## config.mk

```make
export PLATFORM = sky130hd
export DESIGN_NAME = cpuControl
export DESIGN_NICKNAME = d
export VERILOG_FILES = /design/src/logic/cpuCtlPkg.sv /design/src/logic/predecodeReg.sv /design/src/logic/instrClassifier.sv /design/src/logic/interruptLatch.sv /design/src/logic/timingSequencer.sv /design/src/logic/controlRom.sv /design/src/logic/cpuControl.sv
export VERILOG_INCLUDE_DIRS = /design/src /design/src/logic
export SDC_FILE = /design/constraint.sdc
export NUM_CORES = 1
export LEC_CHECK = 0
export ABC_AREA = 1
export ABC_CLOCK_PERIOD_IN_PS = 2100
export BUFFER_PORTS_ARGS = -buffer_cell sky130_fd_sc_hd__buf_2
export CAP_MARGIN = 30
export CORE_UTILIZATION = 51
export DETAILED_ROUTE_END_ITERATION = 16
export GPL_ROUTABILITY_DRIVEN = 0
export GPL_TIMING_DRIVEN = 0
export PLACE_DENSITY = 0.8
export SYNTH_ARGS = -nofsm -noshare
export SYNTH_HDL_FRONTEND = slang
export SYNTH_SLANG_ARGS = --single-unit
```

## constraint.sdc

```tcl
create_clock -name phi1 -period 2.1 [get_ports phi1]
set_clock_uncertainty 0.05 [all_clocks]
set_input_delay 0.42 -clock phi1 [delete_from_list [all_inputs] [get_ports phi1]]
set_output_delay 0.42 -clock phi1 [all_outputs]
set_load 0.05 [all_outputs]
```

## src/logic/controlTable.svh

```systemverilog
// control table: base control-word patterns per sequencer state, indexed by T-state
`ifndef CONTROL_TABLE_SVH
`define CONTROL_TABLE_SVH

// single-bit masks from the package bit positions
localparam controlWordT cwNone      = '0;
localparam controlWordT cwPcInc     = controlWordT'(1) << ctlPcInc;
localparam controlWordT cwOpFetch   = controlWordT'(1) << ctlOpFetch;
localparam controlWordT cwAdlPcl    = controlWordT'(1) << ctlAdlPcl;
localparam controlWordT cwDbWrite   = controlWordT'(1) << ctlDbWrite;
localparam controlWordT cwVecFetch  = controlWordT'(1) << ctlVecFetch;
localparam controlWordT cwBranchAdd = controlWordT'(1) << ctlBranchAdd;

// entry 0 is never addressed, T-states start at 1

// reset: three stack reads with writes held off, then the vector
localparam controlWordT initTable [0:7] = '{
    cwNone, cwNone, cwNone, cwNone, cwNone,  // T0 to T4, dummy reads
    cwVecFetch,                              // T5 vector low
    cwVecFetch | cwAdlPcl,                   // T6 vector high
    cwAdlPcl                                 // T7 jump to the vector
};

// T1 fetch and T2 operand read, common to every class
localparam controlWordT fetchTable [0:7] = '{
    cwNone,
    cwPcInc | cwOpFetch,  // T1
    cwPcInc,              // T2
    cwNone, cwNone, cwNone, cwNone, cwNone
};

localparam controlWordT normTable [0:7] = '{
    cwNone, cwNone, cwNone,
    cwPcInc,    // T3 second operand byte
    cwAdlPcl,   // T4 effective address
    cwDbWrite,  // T5 store cycle on the longest forms
    cwNone, cwNone
};

localparam controlWordT rmwTable [0:7] = '{
    cwNone, cwNone, cwNone,
    cwAdlPcl,   // T3 read operand
    cwDbWrite,  // T4 dummy write of the old value
    cwDbWrite,  // T5 write the modified value
    cwNone, cwNone
};

// page fix is added by the ROM when acr is set in T3
localparam controlWordT branchTable [0:7] = '{
    cwNone, cwNone, cwNone,
    cwBranchAdd,  // T3 offset into PCL
    cwAdlPcl,     // T4 corrected PCH
    cwNone, cwNone, cwNone
};

localparam controlWordT brkTable [0:7] = '{
    cwNone, cwNone, cwNone,
    cwDbWrite,               // T3 push PCH
    cwDbWrite,               // T4 push PCL
    cwDbWrite,               // T5 push status
    cwVecFetch,              // T6 vector low
    cwVecFetch | cwAdlPcl    // T7 vector high
};

`endif

```

## src/logic/cpuCtlPkg.sv

```systemverilog
// cpu control package: shared widths, state encodings and control-word layout
package cpuCtlPkg;

    // plain vector types with a meaning of their own
    typedef logic [7:0]  opcodeT;       // instruction opcode as fetched
    typedef logic [7:0]  statusT;       // N V - B D I Z C
    typedef logic [2:0]  tStateT;       // cycle index, 1 is the fetch cycle
    typedef logic [23:0] controlWordT;  // control lines for one cycle

    // instruction classes, each with its own cycle-length rule
    typedef enum logic [1:0] {
        classNorm   = 2'd0,  // fixed length, 2 + opcode[3:2]
        classRmw    = 2'd1,  // read-modify-write, always rmwCycles
        classBranch = 2'd2,  // relative branch, 2 to 4 cycles
        classBrk    = 2'd3   // software break or interrupt entry
    } instrClassT;

    // interrupt sources in the order the latch reports them
    typedef enum logic [1:0] {
        srcNone = 2'd0,
        srcRst  = 2'd1,  // reset sequence in progress
        srcNmi  = 2'd2,  // edge triggered
        srcIrq  = 2'd3   // level triggered
    } irqSrcT;

    // timing sequencer states
    typedef enum logic [2:0] {
        seqInit   = 3'd0,  // reset sequence
        seqFetch  = 3'd1,  // T1 opcode fetch and T2 decode
        seqNorm   = 3'd2,
        seqRmw    = 3'd3,
        seqBranch = 3'd4,
        seqBrk    = 3'd5
    } seqStateT;

    // bit positions inside controlWordT
    // upper bits are spare for datapath lines added later
    localparam int ctlPcInc     = 0;  // advance program counter
    localparam int ctlOpFetch   = 1;  // opcode on the data bus goes to the IR
    localparam int ctlAdlPcl    = 2;  // low address bus from PCL
    localparam int ctlDbWrite   = 3;  // drive the data bus, write cycle
    localparam int ctlVecFetch  = 4;  // address the interrupt vector
    localparam int ctlLateWrite = 5;  // register writeback left over from the last op
    localparam int ctlBranchAdd = 6;  // add the branch offset to PCL
    localparam int ctlPageFix   = 7;  // carry into PCH after a page cross

    // fixed opcodes and lengths
    localparam opcodeT brkOpcode = 8'h00;  // forced into the IR on interrupt entry
    localparam tStateT rmwCycles = 3'd5;
    localparam tStateT brkCycles = 3'd7;   // reset sequence has the same length

endpackage

```

## src/logic/predecodeReg.sv

```systemverilog
// predecode register: captures the fetched opcode, or forces BRK when an interrupt waits
module predecodeReg (
    input  logic              phi1,
    input  logic              rst,
    input  logic              rdy,
    input  logic              t1Now,         // fetch cycle, opcode valid on the bus
    input  cpuCtlPkg::opcodeT opcode,
    input  cpuCtlPkg::irqSrcT pendingSrc,
    output cpuCtlPkg::opcodeT activeOpcode,  // IR contents from T2 on
    output cpuCtlPkg::opcodeT prevOpcode     // IR one enabled cycle ago
);
    import cpuCtlPkg::*;

    opcodeT fetchValue;  // value the IR takes at the end of this T1

    // an interrupt replaces the fetched byte, the PC is not advanced past it
    assign fetchValue = (pendingSrc != srcNone) ? brkOpcode : opcode;

    always_ff @(posedge phi1) begin
        if (rst) begin
            activeOpcode <= brkOpcode;
            prevOpcode   <= brkOpcode;
        end else if (rdy) begin
            // trails the IR by one cycle
            // in T1 it still names the instruction that just ended,
            // which is what the leftover writeback keys on
            prevOpcode <= activeOpcode;
            if (t1Now) begin
                activeOpcode <= fetchValue;  // load at the end of T1
            end
        end
    end

endmodule

```

## src/logic/instrClassifier.sv

```systemverilog
// instruction classifier: opcode to class, normal length and branch decision
module instrClassifier (
    input  cpuCtlPkg::opcodeT     activeOpcode,
    input  cpuCtlPkg::statusT     statusReg,
    output cpuCtlPkg::instrClassT instrClass,
    output cpuCtlPkg::tStateT     normLength,   // cycles for classNorm
    output logic                  branchTaken   // condition met, branch classes only
);
    import cpuCtlPkg::*;

    // flag positions in the status register
    localparam int flagN = 7;
    localparam int flagV = 6;
    localparam int flagZ = 1;
    localparam int flagC = 0;

    logic condFlag;  // flag picked by opcode[7:6]

    // class rule, first match wins
    always_comb begin
        if (activeOpcode == brkOpcode) begin
            instrClass = classBrk;
        end else if (activeOpcode[4:0] == 5'b10000) begin
            instrClass = classBranch;  // BPL BMI BVC BVS BCC BCS BNE BEQ
        end else if ((activeOpcode[2:0] == 3'b110) && (activeOpcode[7:6] != 2'b10)) begin
            instrClass = classRmw;     // shifts, INC, DEC; the 10 row is LDX/STX
        end else begin
            instrClass = classNorm;
        end
    end

    // 2 to 5 cycles from the addressing-mode bits
    assign normLength = 3'd2 + {1'b0, activeOpcode[3:2]};

    // branch condition select, N V C Z order
    always_comb begin
        case (activeOpcode[7:6])
            2'b00:   condFlag = statusReg[flagN];
            2'b01:   condFlag = statusReg[flagV];
            2'b10:   condFlag = statusReg[flagC];
            default: condFlag = statusReg[flagZ];
        endcase
    end

    assign branchTaken = (condFlag == activeOpcode[5]);  // bit 5 is the wanted value

endmodule

```

## src/logic/interruptLatch.sv

```systemverilog
// interrupt latch holding one pending source by priority and flagging it handled on service
module interruptLatch (
    input  logic              phi1,
    input  logic              rst,
    input  logic              nmi,
    input  logic              irq,
    input  logic              t1Now,
    input  logic              rdy,
    input  logic              serviceDone,  // last cycle of a BRK or reset sequence
    output cpuCtlPkg::irqSrcT pendingSrc,
    output logic              nmiHandled,
    output logic              irqHandled
);
    import cpuCtlPkg::*;

    logic nmiPrev;     // nmi level last cycle
    logic nmiReq;      // edge seen, not yet taken
    logic nmiEdge;     // request visible this cycle
    logic sampleNow;   // enabled T1 with nothing pending
    logic takeNmi;
    logic inService;   // pending source owns the BRK now running

    assign nmiEdge   = nmiReq || (nmi && !nmiPrev);
    assign sampleNow = t1Now && rdy && (pendingSrc == srcNone);
    assign takeNmi   = sampleNow && nmiEdge;

    always_ff @(posedge phi1) begin
        if (rst) begin
            pendingSrc <= srcRst;  // the reset sequence services this
            inService  <= 1'b1;
            nmiPrev    <= 1'b0;
            nmiReq     <= 1'b0;
        end else begin
            nmiPrev <= nmi;                    // edge detect runs on every cycle including stalls
            nmiReq  <= nmiEdge && !takeNmi;

            if (serviceDone && inService) begin
                pendingSrc <= srcNone;
                inService  <= 1'b0;
            end else if (t1Now && rdy) begin
                if (pendingSrc != srcNone) begin
                    inService <= 1'b1;         // predecode forces BRK at this fetch
                end else if (takeNmi) begin
                    pendingSrc <= srcNmi;      // nmi beats irq
                end else if (irq) begin
                    pendingSrc <= srcIrq;
                end
            end
        end
    end

    // high for one enabled cycle at the end of the BRK sequence
    assign nmiHandled = serviceDone && inService && (pendingSrc == srcNmi);
    assign irqHandled = serviceDone && inService && (pendingSrc == srcIrq);

    handledExclusive: assert property (@(posedge phi1) disable iff (rst)
        !(nmiHandled && irqHandled))
        else $error("nmi and irq reported handled together");

endmodule

```

## src/logic/timingSequencer.sv

```systemverilog
// timing sequencer: T-state machine with reset sequence, RDY stall and end-of-instruction
module timingSequencer (
    input  logic                  phi1,
    input  logic                  rst,
    input  logic                  rdy,
    input  logic                  acr,          // address adder carry, page cross
    input  cpuCtlPkg::instrClassT instrClass,
    input  cpuCtlPkg::tStateT     normLength,
    input  logic                  branchTaken,
    output cpuCtlPkg::seqStateT   seqState,
    output cpuCtlPkg::tStateT     tState,
    output logic                  t1Now,
    output logic                  sync,
    output logic                  serviceDone,
    output logic                  resetActive
);
    import cpuCtlPkg::*;

    seqStateT stateNext;
    tStateT   tNext;
    logic     lastCycle;   // current cycle ends the instruction
    logic     shortInstr;  // decoded op is done after T2

    // 2-cycle ops never leave seqFetch
    always_comb begin
        case (instrClass)
            classNorm:   shortInstr = (normLength == 3'd2);
            classBranch: shortInstr = !branchTaken;  // not taken, 2 cycles
            default:     shortInstr = 1'b0;
        endcase
    end

    // end of instruction, per state
    always_comb begin
        case (seqState)
            seqInit:   lastCycle = (tState == brkCycles);
            seqFetch:  lastCycle = (tState == 3'd2) && shortInstr;
            seqNorm:   lastCycle = (tState == normLength);
            seqRmw:    lastCycle = (tState == rmwCycles);
            // acr in T3 picks 3 or 4 cycles
            seqBranch: lastCycle = (tState == 3'd4) || ((tState == 3'd3) && !acr);
            seqBrk:    lastCycle = (tState == brkCycles);
            default:   lastCycle = 1'b1;  // stray code recovers through fetch
        endcase
    end

    always_comb begin
        stateNext = seqState;
        tNext     = tState + 3'd1;
        if (lastCycle) begin
            stateNext = seqFetch;
            tNext     = 3'd1;
        end else if ((seqState == seqFetch) && (tState == 3'd2)) begin
            // IR loaded at the end of T1, so the class is known in T2
            case (instrClass)
                classNorm:   stateNext = seqNorm;
                classRmw:    stateNext = seqRmw;
                classBranch: stateNext = seqBranch;
                default:     stateNext = seqBrk;
            endcase
        end
    end

    always_ff @(posedge phi1) begin
        if (rst) begin
            seqState <= seqInit;
            tState   <= 3'd1;   // first reset cycle
            sync     <= 1'b0;
        end else if (rdy) begin  // rdy low freezes everything
            seqState <= stateNext;
            tState   <= tNext;
            sync     <= (stateNext == seqFetch) && (tNext == 3'd1);
        end
    end

    assign t1Now       = (seqState == seqFetch) && (tState == 3'd1);
    assign resetActive = (seqState == seqInit);

    // counted on enabled cycles only, so a stall cannot stretch the pulse
    assign serviceDone = rdy && (tState == brkCycles)
                       && ((seqState == seqBrk) || (seqState == seqInit));

    syncOnlyInFetch: assert property (@(posedge phi1) disable iff (rst)
        sync |-> (seqState == seqFetch) && t1Now)
        else $error("sync outside the fetch cycle");

    // the opcode is fetched once per instruction
    syncSingleCycle: assert property (@(posedge phi1) disable iff (rst)
        (sync && rdy) |=> !sync)
        else $error("sync high on two enabled cycles in a row");

endmodule

```

## src/logic/controlRom.sv

```systemverilog
// control ROM: state and T-state to a registered control word, plus page fix and leftover write
module controlRom (
    input  logic                   phi1,
    input  logic                   rst,
    input  logic                   rdy,
    input  logic                   acr,
    input  cpuCtlPkg::seqStateT    seqState,
    input  cpuCtlPkg::tStateT      tState,
    input  cpuCtlPkg::opcodeT      prevOpcode,
    output cpuCtlPkg::controlWordT controlWord   // describes the previous enabled cycle
);
    import cpuCtlPkg::*;

    `include "controlTable.svh"

    controlWordT baseWord;   // table pattern
    controlWordT nextWord;   // with the cycle-dependent extras

    always_comb begin
        case (seqState)
            seqInit:   baseWord = initTable[tState];
            seqFetch:  baseWord = fetchTable[tState];
            seqNorm:   baseWord = normTable[tState];
            seqRmw:    baseWord = rmwTable[tState];
            seqBranch: baseWord = branchTable[tState];
            seqBrk:    baseWord = brkTable[tState];
            default:   baseWord = cwNone;
        endcase
    end

    always_comb begin
        nextWord = baseWord;
        // offset add carried out of PCL
        if ((seqState == seqBranch) && (tState == 3'd3) && acr) begin
            nextWord[ctlPageFix] = 1'b1;
        end
        // ALU-group result lands during T2 of the next instruction,
        // built here at the end of T1
        if ((seqState == seqFetch) && (tState == 3'd1) && (prevOpcode[1:0] == 2'b01)) begin
            nextWord[ctlLateWrite] = 1'b1;
        end
    end

    always_ff @(posedge phi1) begin
        if (rst) begin
            controlWord <= '0;
        end else if (rdy) begin
            controlWord <= nextWord;  // held through a stall
        end
    end

endmodule

```

## src/logic/cpuControl.sv

```systemverilog
// cpu timing and control unit: interrupt latch, predecode, classifier, sequencer and control ROM
module cpuControl (
    input  logic                   phi1,
    input  logic                   rst,
    input  logic                   rdy,
    input  logic                   nmi,
    input  logic                   irq,
    input  logic                   acr,
    input  cpuCtlPkg::opcodeT      opcode,
    input  cpuCtlPkg::statusT      statusReg,
    output logic                   sync,
    output logic                   resetActive,
    output logic                   nmiHandled,
    output logic                   irqHandled,
    output cpuCtlPkg::opcodeT      activeOpcode,
    output cpuCtlPkg::controlWordT controlWord
);
    import cpuCtlPkg::*;

    irqSrcT     pendingSrc;
    logic       t1Now;
    logic       serviceDone;
    opcodeT     prevOpcode;
    instrClassT instrClass;
    tStateT     normLength;
    logic       branchTaken;
    seqStateT   seqState;
    tStateT     tState;

    interruptLatch interruptLatch_inst (
        .phi1(phi1), .rst(rst), .nmi(nmi), .irq(irq), .t1Now(t1Now), .rdy(rdy),
        .serviceDone(serviceDone), .pendingSrc(pendingSrc),
        .nmiHandled(nmiHandled), .irqHandled(irqHandled)
    );

    predecodeReg predecodeReg_inst (
        .phi1(phi1), .rst(rst), .rdy(rdy), .t1Now(t1Now), .opcode(opcode),
        .pendingSrc(pendingSrc), .activeOpcode(activeOpcode), .prevOpcode(prevOpcode)
    );

    instrClassifier instrClassifier_inst (
        .activeOpcode(activeOpcode), .statusReg(statusReg), .instrClass(instrClass),
        .normLength(normLength), .branchTaken(branchTaken)
    );

    timingSequencer timingSequencer_inst (
        .phi1(phi1), .rst(rst), .rdy(rdy), .acr(acr), .instrClass(instrClass),
        .normLength(normLength), .branchTaken(branchTaken), .seqState(seqState),
        .tState(tState), .t1Now(t1Now), .sync(sync), .serviceDone(serviceDone),
        .resetActive(resetActive)
    );

    controlRom controlRom_inst (
        .phi1(phi1), .rst(rst), .rdy(rdy), .acr(acr), .seqState(seqState),
        .tState(tState), .prevOpcode(prevOpcode), .controlWord(controlWord)
    );

endmodule

```

# After elaboration in Yosys (flattened, before gate mapping)
# Memory sizes are Yosys's and may differ from the RTL's.
# Cells that the tools add are included.
totals:
  ff_bits: 46
  romBits: 1152
  in_bits: 22
  out_inout_bits: 36
  wordCells: 125
  memories: 6
op_classes:
  add_sub_neg: 2
  order_cmp: 1
  eq_ne: 27
  mux: 34
  bitwise_logic: 2
  reduce_logical: 42
mem_list:
  columns: ["name", "depth", "width", "rd", "rd_clocked_by_memory_dff", "write_ports", "line", "source"]
  rows:
  - ["(no name shown)", 8, 24, 1, 0, 0, "controlRom.sv:23", "seqNorm: baseWord = normTable[tState];"]
  - ["(no name shown)", 8, 24, 1, 0, 0, "controlRom.sv:24", "seqRmw: baseWord = rmwTable[tState];"]
  - ["(no name shown)", 8, 24, 1, 0, 0, "controlRom.sv:21", "seqInit: baseWord = initTable[tState];"]
  - ["(no name shown)", 8, 24, 1, 0, 0, "controlRom.sv:25", "seqBranch: baseWord = branchTable[tState];"]
  - ["(no name shown)", 8, 24, 1, 0, 0, "controlRom.sv:22", "seqFetch: baseWord = fetchTable[tState];"]
  - ["(no name shown)", 8, 24, 1, 0, 0, "controlRom.sv:26", "seqBrk: baseWord = brkTable[tState];"]
ops:
  columns: ["cell", "count"]
  rows:
  - ["two-way mux 24 bit", 12]
  - ["one-hot mux 24 bit (6 select lines)", 1]
  - ["logical AND 1 bit", 19]
  - ["equality test 3 bit (second input constant)", 6]
  - ["equality test 3 x 2 -> 1 bit (second input constant)", 5]
  - ["equality test 3 x 1 -> 1 bit (second input constant)", 4]
  - ["two-way mux 1 bit", 9]
  - ["two-way mux 3 bit", 3]
  - ["one-hot mux 3 bit (3 select lines)", 1]
  - ["equality test 2 bit (second input constant)", 4]
  - ["zero test 8 bit", 1]
  - ["two-way mux 2 bit", 4]
  - ["two-way mux 8 bit", 1]
  - ["nonzero test 2 bit", 4]
  - ["equality test 2 x 1 -> 1 bit (second input constant)", 3]
  - ["zero test 2 bit", 3]
  - ["AND reduction 3 bit", 2]
  - ["equality test 5 bit (second input constant)", 1]
  - ["one-hot mux 1 bit (5 select lines)", 1]
  - [">= comparator 4 bit (second input constant)", 1]
  - ["zero test 1 bit", 4]
  - ["NOT 3 -> 4 bit", 1]
  - ["AND reduction 2 bit", 2]
  - ["OR reduction 2 bit", 2]
  - ["12 further kinds", 14]

# Logic depth before layout (Yosys ltp)
depth:
  word_depth: 12
  ltp_mapped: 14
  ltp_nobuf: 13

# Modules after synthesis
# From an unflattened synthesis, not the netlist that was laid out.
unflattened:
  hier_cells: 330
  hier_area_um2: 2250.9
by_module_without_submodules:
  columns: ["mod", "instances", "cells_per_inst", "area_each_um2", "seq_area_each_um2"]
  rows:
  - ["timingSequencer", 1, 97, 640.6, 140.1]
  - ["controlRom", 1, 98, 639.4, 160.2]
  - ["predecodeReg", 1, 71, 594.3, 320.3]
  - ["interruptLatch", 1, 36, 237.7, 100.1]
  - ["instrClassifier", 1, 28, 138.9, 0.0]

# Least setup slack after synthesis
# Ideal clock, no wire load.
synth_timing:
  path_type: "register to output"
  start: "register timingSequencer_inst.tState[1]"
  end: "output port irqHandled"
  arrival_time_ns: 2.018
  required_time_ns: 1.630
  slack_ns: -0.388
  path_stages_with_launch: 5
  path_buffers: 0
  path_cell_list: "dfxtp_1 ha_1 ha_1 nand4_1 nor3_1"
synth_between:
  elab_chain_len: 5
synth_lines:
  columns: ["element", "line", "source"]
  rows:
  - ["from (decl)", "timingSequencer.sv:11", "output cpuCtlPkg::tStateT tState,"]
  - ["from (signal assigned)", "timingSequencer.sv:71", "tState <= tNext;"]
  - ["equality test 3 bit", "timingSequencer.sv:80", "assign serviceDone = rdy && (tState == brkCycles)"]
  - ["logical AND 1 bit", "timingSequencer.sv:80", null]
  - ["logical AND 1 bit", "timingSequencer.sv:81", "&& ((seqState == seqBrk) || (seqState == seqInit));"]
  - ["logical AND 1 bit (2 in series)", "interruptLatch.sv:54", "assign irqHandled = serviceDone && inService && (pendingSrc == srcIrq);"]
  - ["to (decl)", "cpuControl.sv:14", "output logic irqHandled,"]
# Every way passes these cells.

# Worst setup path after layout
layout_timing:
  start: "register timingSequencer_inst.tState[1]"
  end: "output port nmiHandled"
layout_between:
  elab_chain_len: 5
layout_lines:
  columns: ["element", "line", "source"]
  rows:
  - ["equality test 3 bit", "timingSequencer.sv:80", null]
  - ["logical AND 1 bit", "timingSequencer.sv:80", null]
  - ["logical AND 1 bit", "timingSequencer.sv:81", null]
  - ["logical AND 1 bit (2 in series)", "interruptLatch.sv:53", "assign nmiHandled = serviceDone && inService && (pendingSrc == srcNmi);"]
  - ["to (decl)", "cpuControl.sv:13", "output logic nmiHandled,"]
# Every way passes these cells.

==> metrics <==
synth top area cells=dfxtp_1, nand2_1, buf_4; first-pass GRT wire length=6.99 mm; Mapped Cells=256; DRT Pass-1 Iters=5; Final Hold Violating Endpoints=0; Fillers=297; mux cell area share after synthesis=0; Logic pwr share=0.258; Final Max Tran Viols=0; leakage=1.11 nW; DR DRC count=0; compound-gate portion of the synthesized area=0.142; total grt overflow=0; syn avg cell area=7.18 sq um; relative slew slack=0.657; largest family of logic cells by synthesized area=simple AND/OR/NAND/NOR gates; Rows=21; via count=1,802; HPWL Detailed=2.96 mm; hold slack=0.246 ns; dominant synthesized flop cell=dfxtp_1; # setup viols final=0; clk root buf=clkbuf_4; CTS tree=done; Post-Synth XOR/XNOR Area=0; Required @ worst endpoint=1.63 ns; Post-Synth Adder-Cell Area=0.0408; Synth Area in Simple Gates=0.328; Hold Path Class=primary input to flip-flop; Total Routing Usage GR=0.248; Crit Path Class=flip-flop to output pin; Worst setup SP type=flip-flop; RR Endpoint=timingSequencer_inst.sync; PwrDens=550 mW/mm^2; area growth from synthesis to layout=29.2%; RSZ-0062 raised after global routing=true; H-tree levels=2; Post-Synthesis Cell Area=0.00184 sq mm; final WL=4.19 mm; DR vias/cell=4.83; Post-synth EDFFs=0; core footprint=0.00339 sq mm; HP Start=nmi; number of inserted diodes=0; synth warn=0; post-synth top area share=0.327; largest net degree at the start of global routing=11; Seq/Total Area, Yosys=0.327; die height=62.0 um; fmax=479 MHz; sequential power share=0.463; CP endpoint kind=output pin; Sw Ratio=0.335; Die ar.=0.00385 sq mm; WHS Endpoint=interruptLatch_inst.nmiPrev; Final Util=0.701; ANT nets after route=0; r2r setup slk=0.20 ns; status=complete, no violations; Worst Path Arrival=1.62 ns; cells on worst reg2reg path=13; total power=0.00131 W; Reg2Reg Launch Point=timingSequencer_inst.tState[1]; number of global-route vias before repair=1,593; count of cell types in the netlist=37; routed length per placed instance=11.2 um; synthesis-stage register bit count=30; final critical-path required period=2.09 ns; NumNets Final=354; layout cell share with drive strength beyond 1=0.361; Clock Sinks=30; dominant cell type by area after synthesis=dfxtp_1; Synth top cells by count=nand2_1, dfxtp_1, inv_1; initial antenna violation count=0; fin crit share=0.995; Die Width=62.0 um; most frequent cell after synthesis=nand2_1; worst slew pin tran=0.514 ns; hold depth=3; Sw Pwr=0.000438 W; fraction of registers with async set/reset=0; deepest clock path buffer count=2; Placement Setup Slack=0.0916 ns; crit-path max FO=4; worst skew pair latency=0.33 ns; # hold bufs at CTS=0; Cell Int Power=0.000869 W; I/O Buffers=35; number of CTS-inserted buffers=5; number of max-cap violations=0; Detailed Route Iter0 Violations=86; Final Worst Setup Slack=0.0113 ns; IR drop worst, VDD=0.357 mV; clock network power share=0.279; Initial Util=0.542; IO Pins=58; clk slew on worst S/H paths=0.10 ns
[per-stage QoR]
stage | std cells | setup TNS [ns] | cell area (sq um)
5_1_grt | 373 | -0.148 | 2370
4_1_cts | 369 | -0.0260 | 2310
2_1_floorplan | 271 | -0.777 | 1890
6_report | 373 | 0 | 2370
3_5_place_dp | 352 | 0 | 2130
3_3_place_gp | 352 | 0 | 2130
[critical path, cell delays in order (launching register included)]
cell	delay (ns)
dfxtp_4	0.37
ha_4	0.14
ha_4	0.14
nand4_1	0.22
nor3_2	0.24
buf_6	0.18
[per-layer routing]
layer | wire length (um) | GRT usage | vias up
li1 | - | - | 951
met1 | 1890 | 0.324 | 787
met2 | 2000 | 0.400 | 55
met3 | 234 | 0.0621 | 9
met4 | 64 | 0.0857 | 0
met5 | 0 | 0 | -
[cell families (layout without fill, tap and decap cells)]
| family | count (synthesis) | in the layout |
|---|---|---|
| fa+ha+maj | 6 | 6 |
| other cells | 1 | 16 |
| buf+inv | 54 | 110 |
| compound gates | 44 | 44 |
| simple gates | 121 | 121 |
| flops | 30 | 30 |
[sequential cells by signal (all words and copies together) (netlist names)]
| name | cells |
|---|---|
| controlRom_inst.controlWord | 8 |
| interruptLatch_inst.inService | 1 |
| interruptLatch_inst.nmiPrev | 1 |
| interruptLatch_inst.nmiReq | 1 |
| interruptLatch_inst.pendingSrc | 2 |
| predecodeReg_inst.activeOpcode | 8 |
| predecodeReg_inst.prevOpcode | 2 |
| timingSequencer_inst.seqState | 3 |
| timingSequencer_inst.sync | 1 |
| timingSequencer_inst.tState | 3 |
[repair_timing]
item / 4_1_cts / 5_1_grt
buffers inserted: 9 / 5
pin swaps: 4 / 7
endpoints found under the setup margin: 2 / 2
resized for setup: 18 / 10
[area by class of cell]
| type | count | area (sq um) | area share |
|---|---|---|---|
| Buffer | 26 | 176 | 0.0743 |
| Clock buffer | 6 | 51.3 | 0.0216 |
| Clock inverter | 2 | 12.5 | 0.00527 |
| Inverter | 27 | 109 | 0.0458 |
| Multi-Input combinational cell | 187 | 1060 | 0.446 |
| Sequential cell | 30 | 616 | 0.259 |
| Tap cell | 46 | 57.6 | 0.0242 |
| Timing Repair Buffer | 49 | 293 | 0.123 |
[power groups by stage]
stage	Clock [W]	Combinational [W]	Sequential [W]
final	0.000364	0.000338	0.000605
after global routing	0.000398	0.000371	0.000608
after CTS	0.000371	0.000320	0.000601
after detailed placement	0	0.000289	0.000616
after global placement	0	0.000286	0.000616
after floorplan	0	0.000230	0.000623
[worst max-delay path by stage]
stage	startpoint	to	slack (ns)	depth (start not counted)
2_1_floorplan	timingSequencer_inst.tState[1]	irqHandled	-0.39	4
3_3_place_gp	timingSequencer_inst.tState[1]	irqHandled	0.13	5
3_5_place_dp	timingSequencer_inst.tState[1]	irqHandled	0.09	5
4_1_cts	timingSequencer_inst.seqState[0]	irqHandled	-0.03	7
5_1_grt	timingSequencer_inst.tState[1]	nmiHandled	-0.1	5
6_report	timingSequencer_inst.tState[1]	nmiHandled	0.01	5
[layout by cell type, fill, tap and decap left out, drive strengths merged]
cell      Yosys  layout
o211ai        2       2
nand3        25      25
buf          22      70
o2111ai       1       1
a21oi        24      24
o31ai         2       2
nor2         21      21
o21ai        11      11
or3b          1       1
ha            6       6
clkinvlp      0       1
inv          26      26
nand3b        1       1
nand2        62      62
dfxtp        30      30
conb          1      16
a32o          1       1
clkbuf        5      11
and2          1       1
clkinv        1       2
nor3          5       5
a31oi         2       2
nand4         5       5
o221ai        1       1
Power figures use the tool's default switching activity.
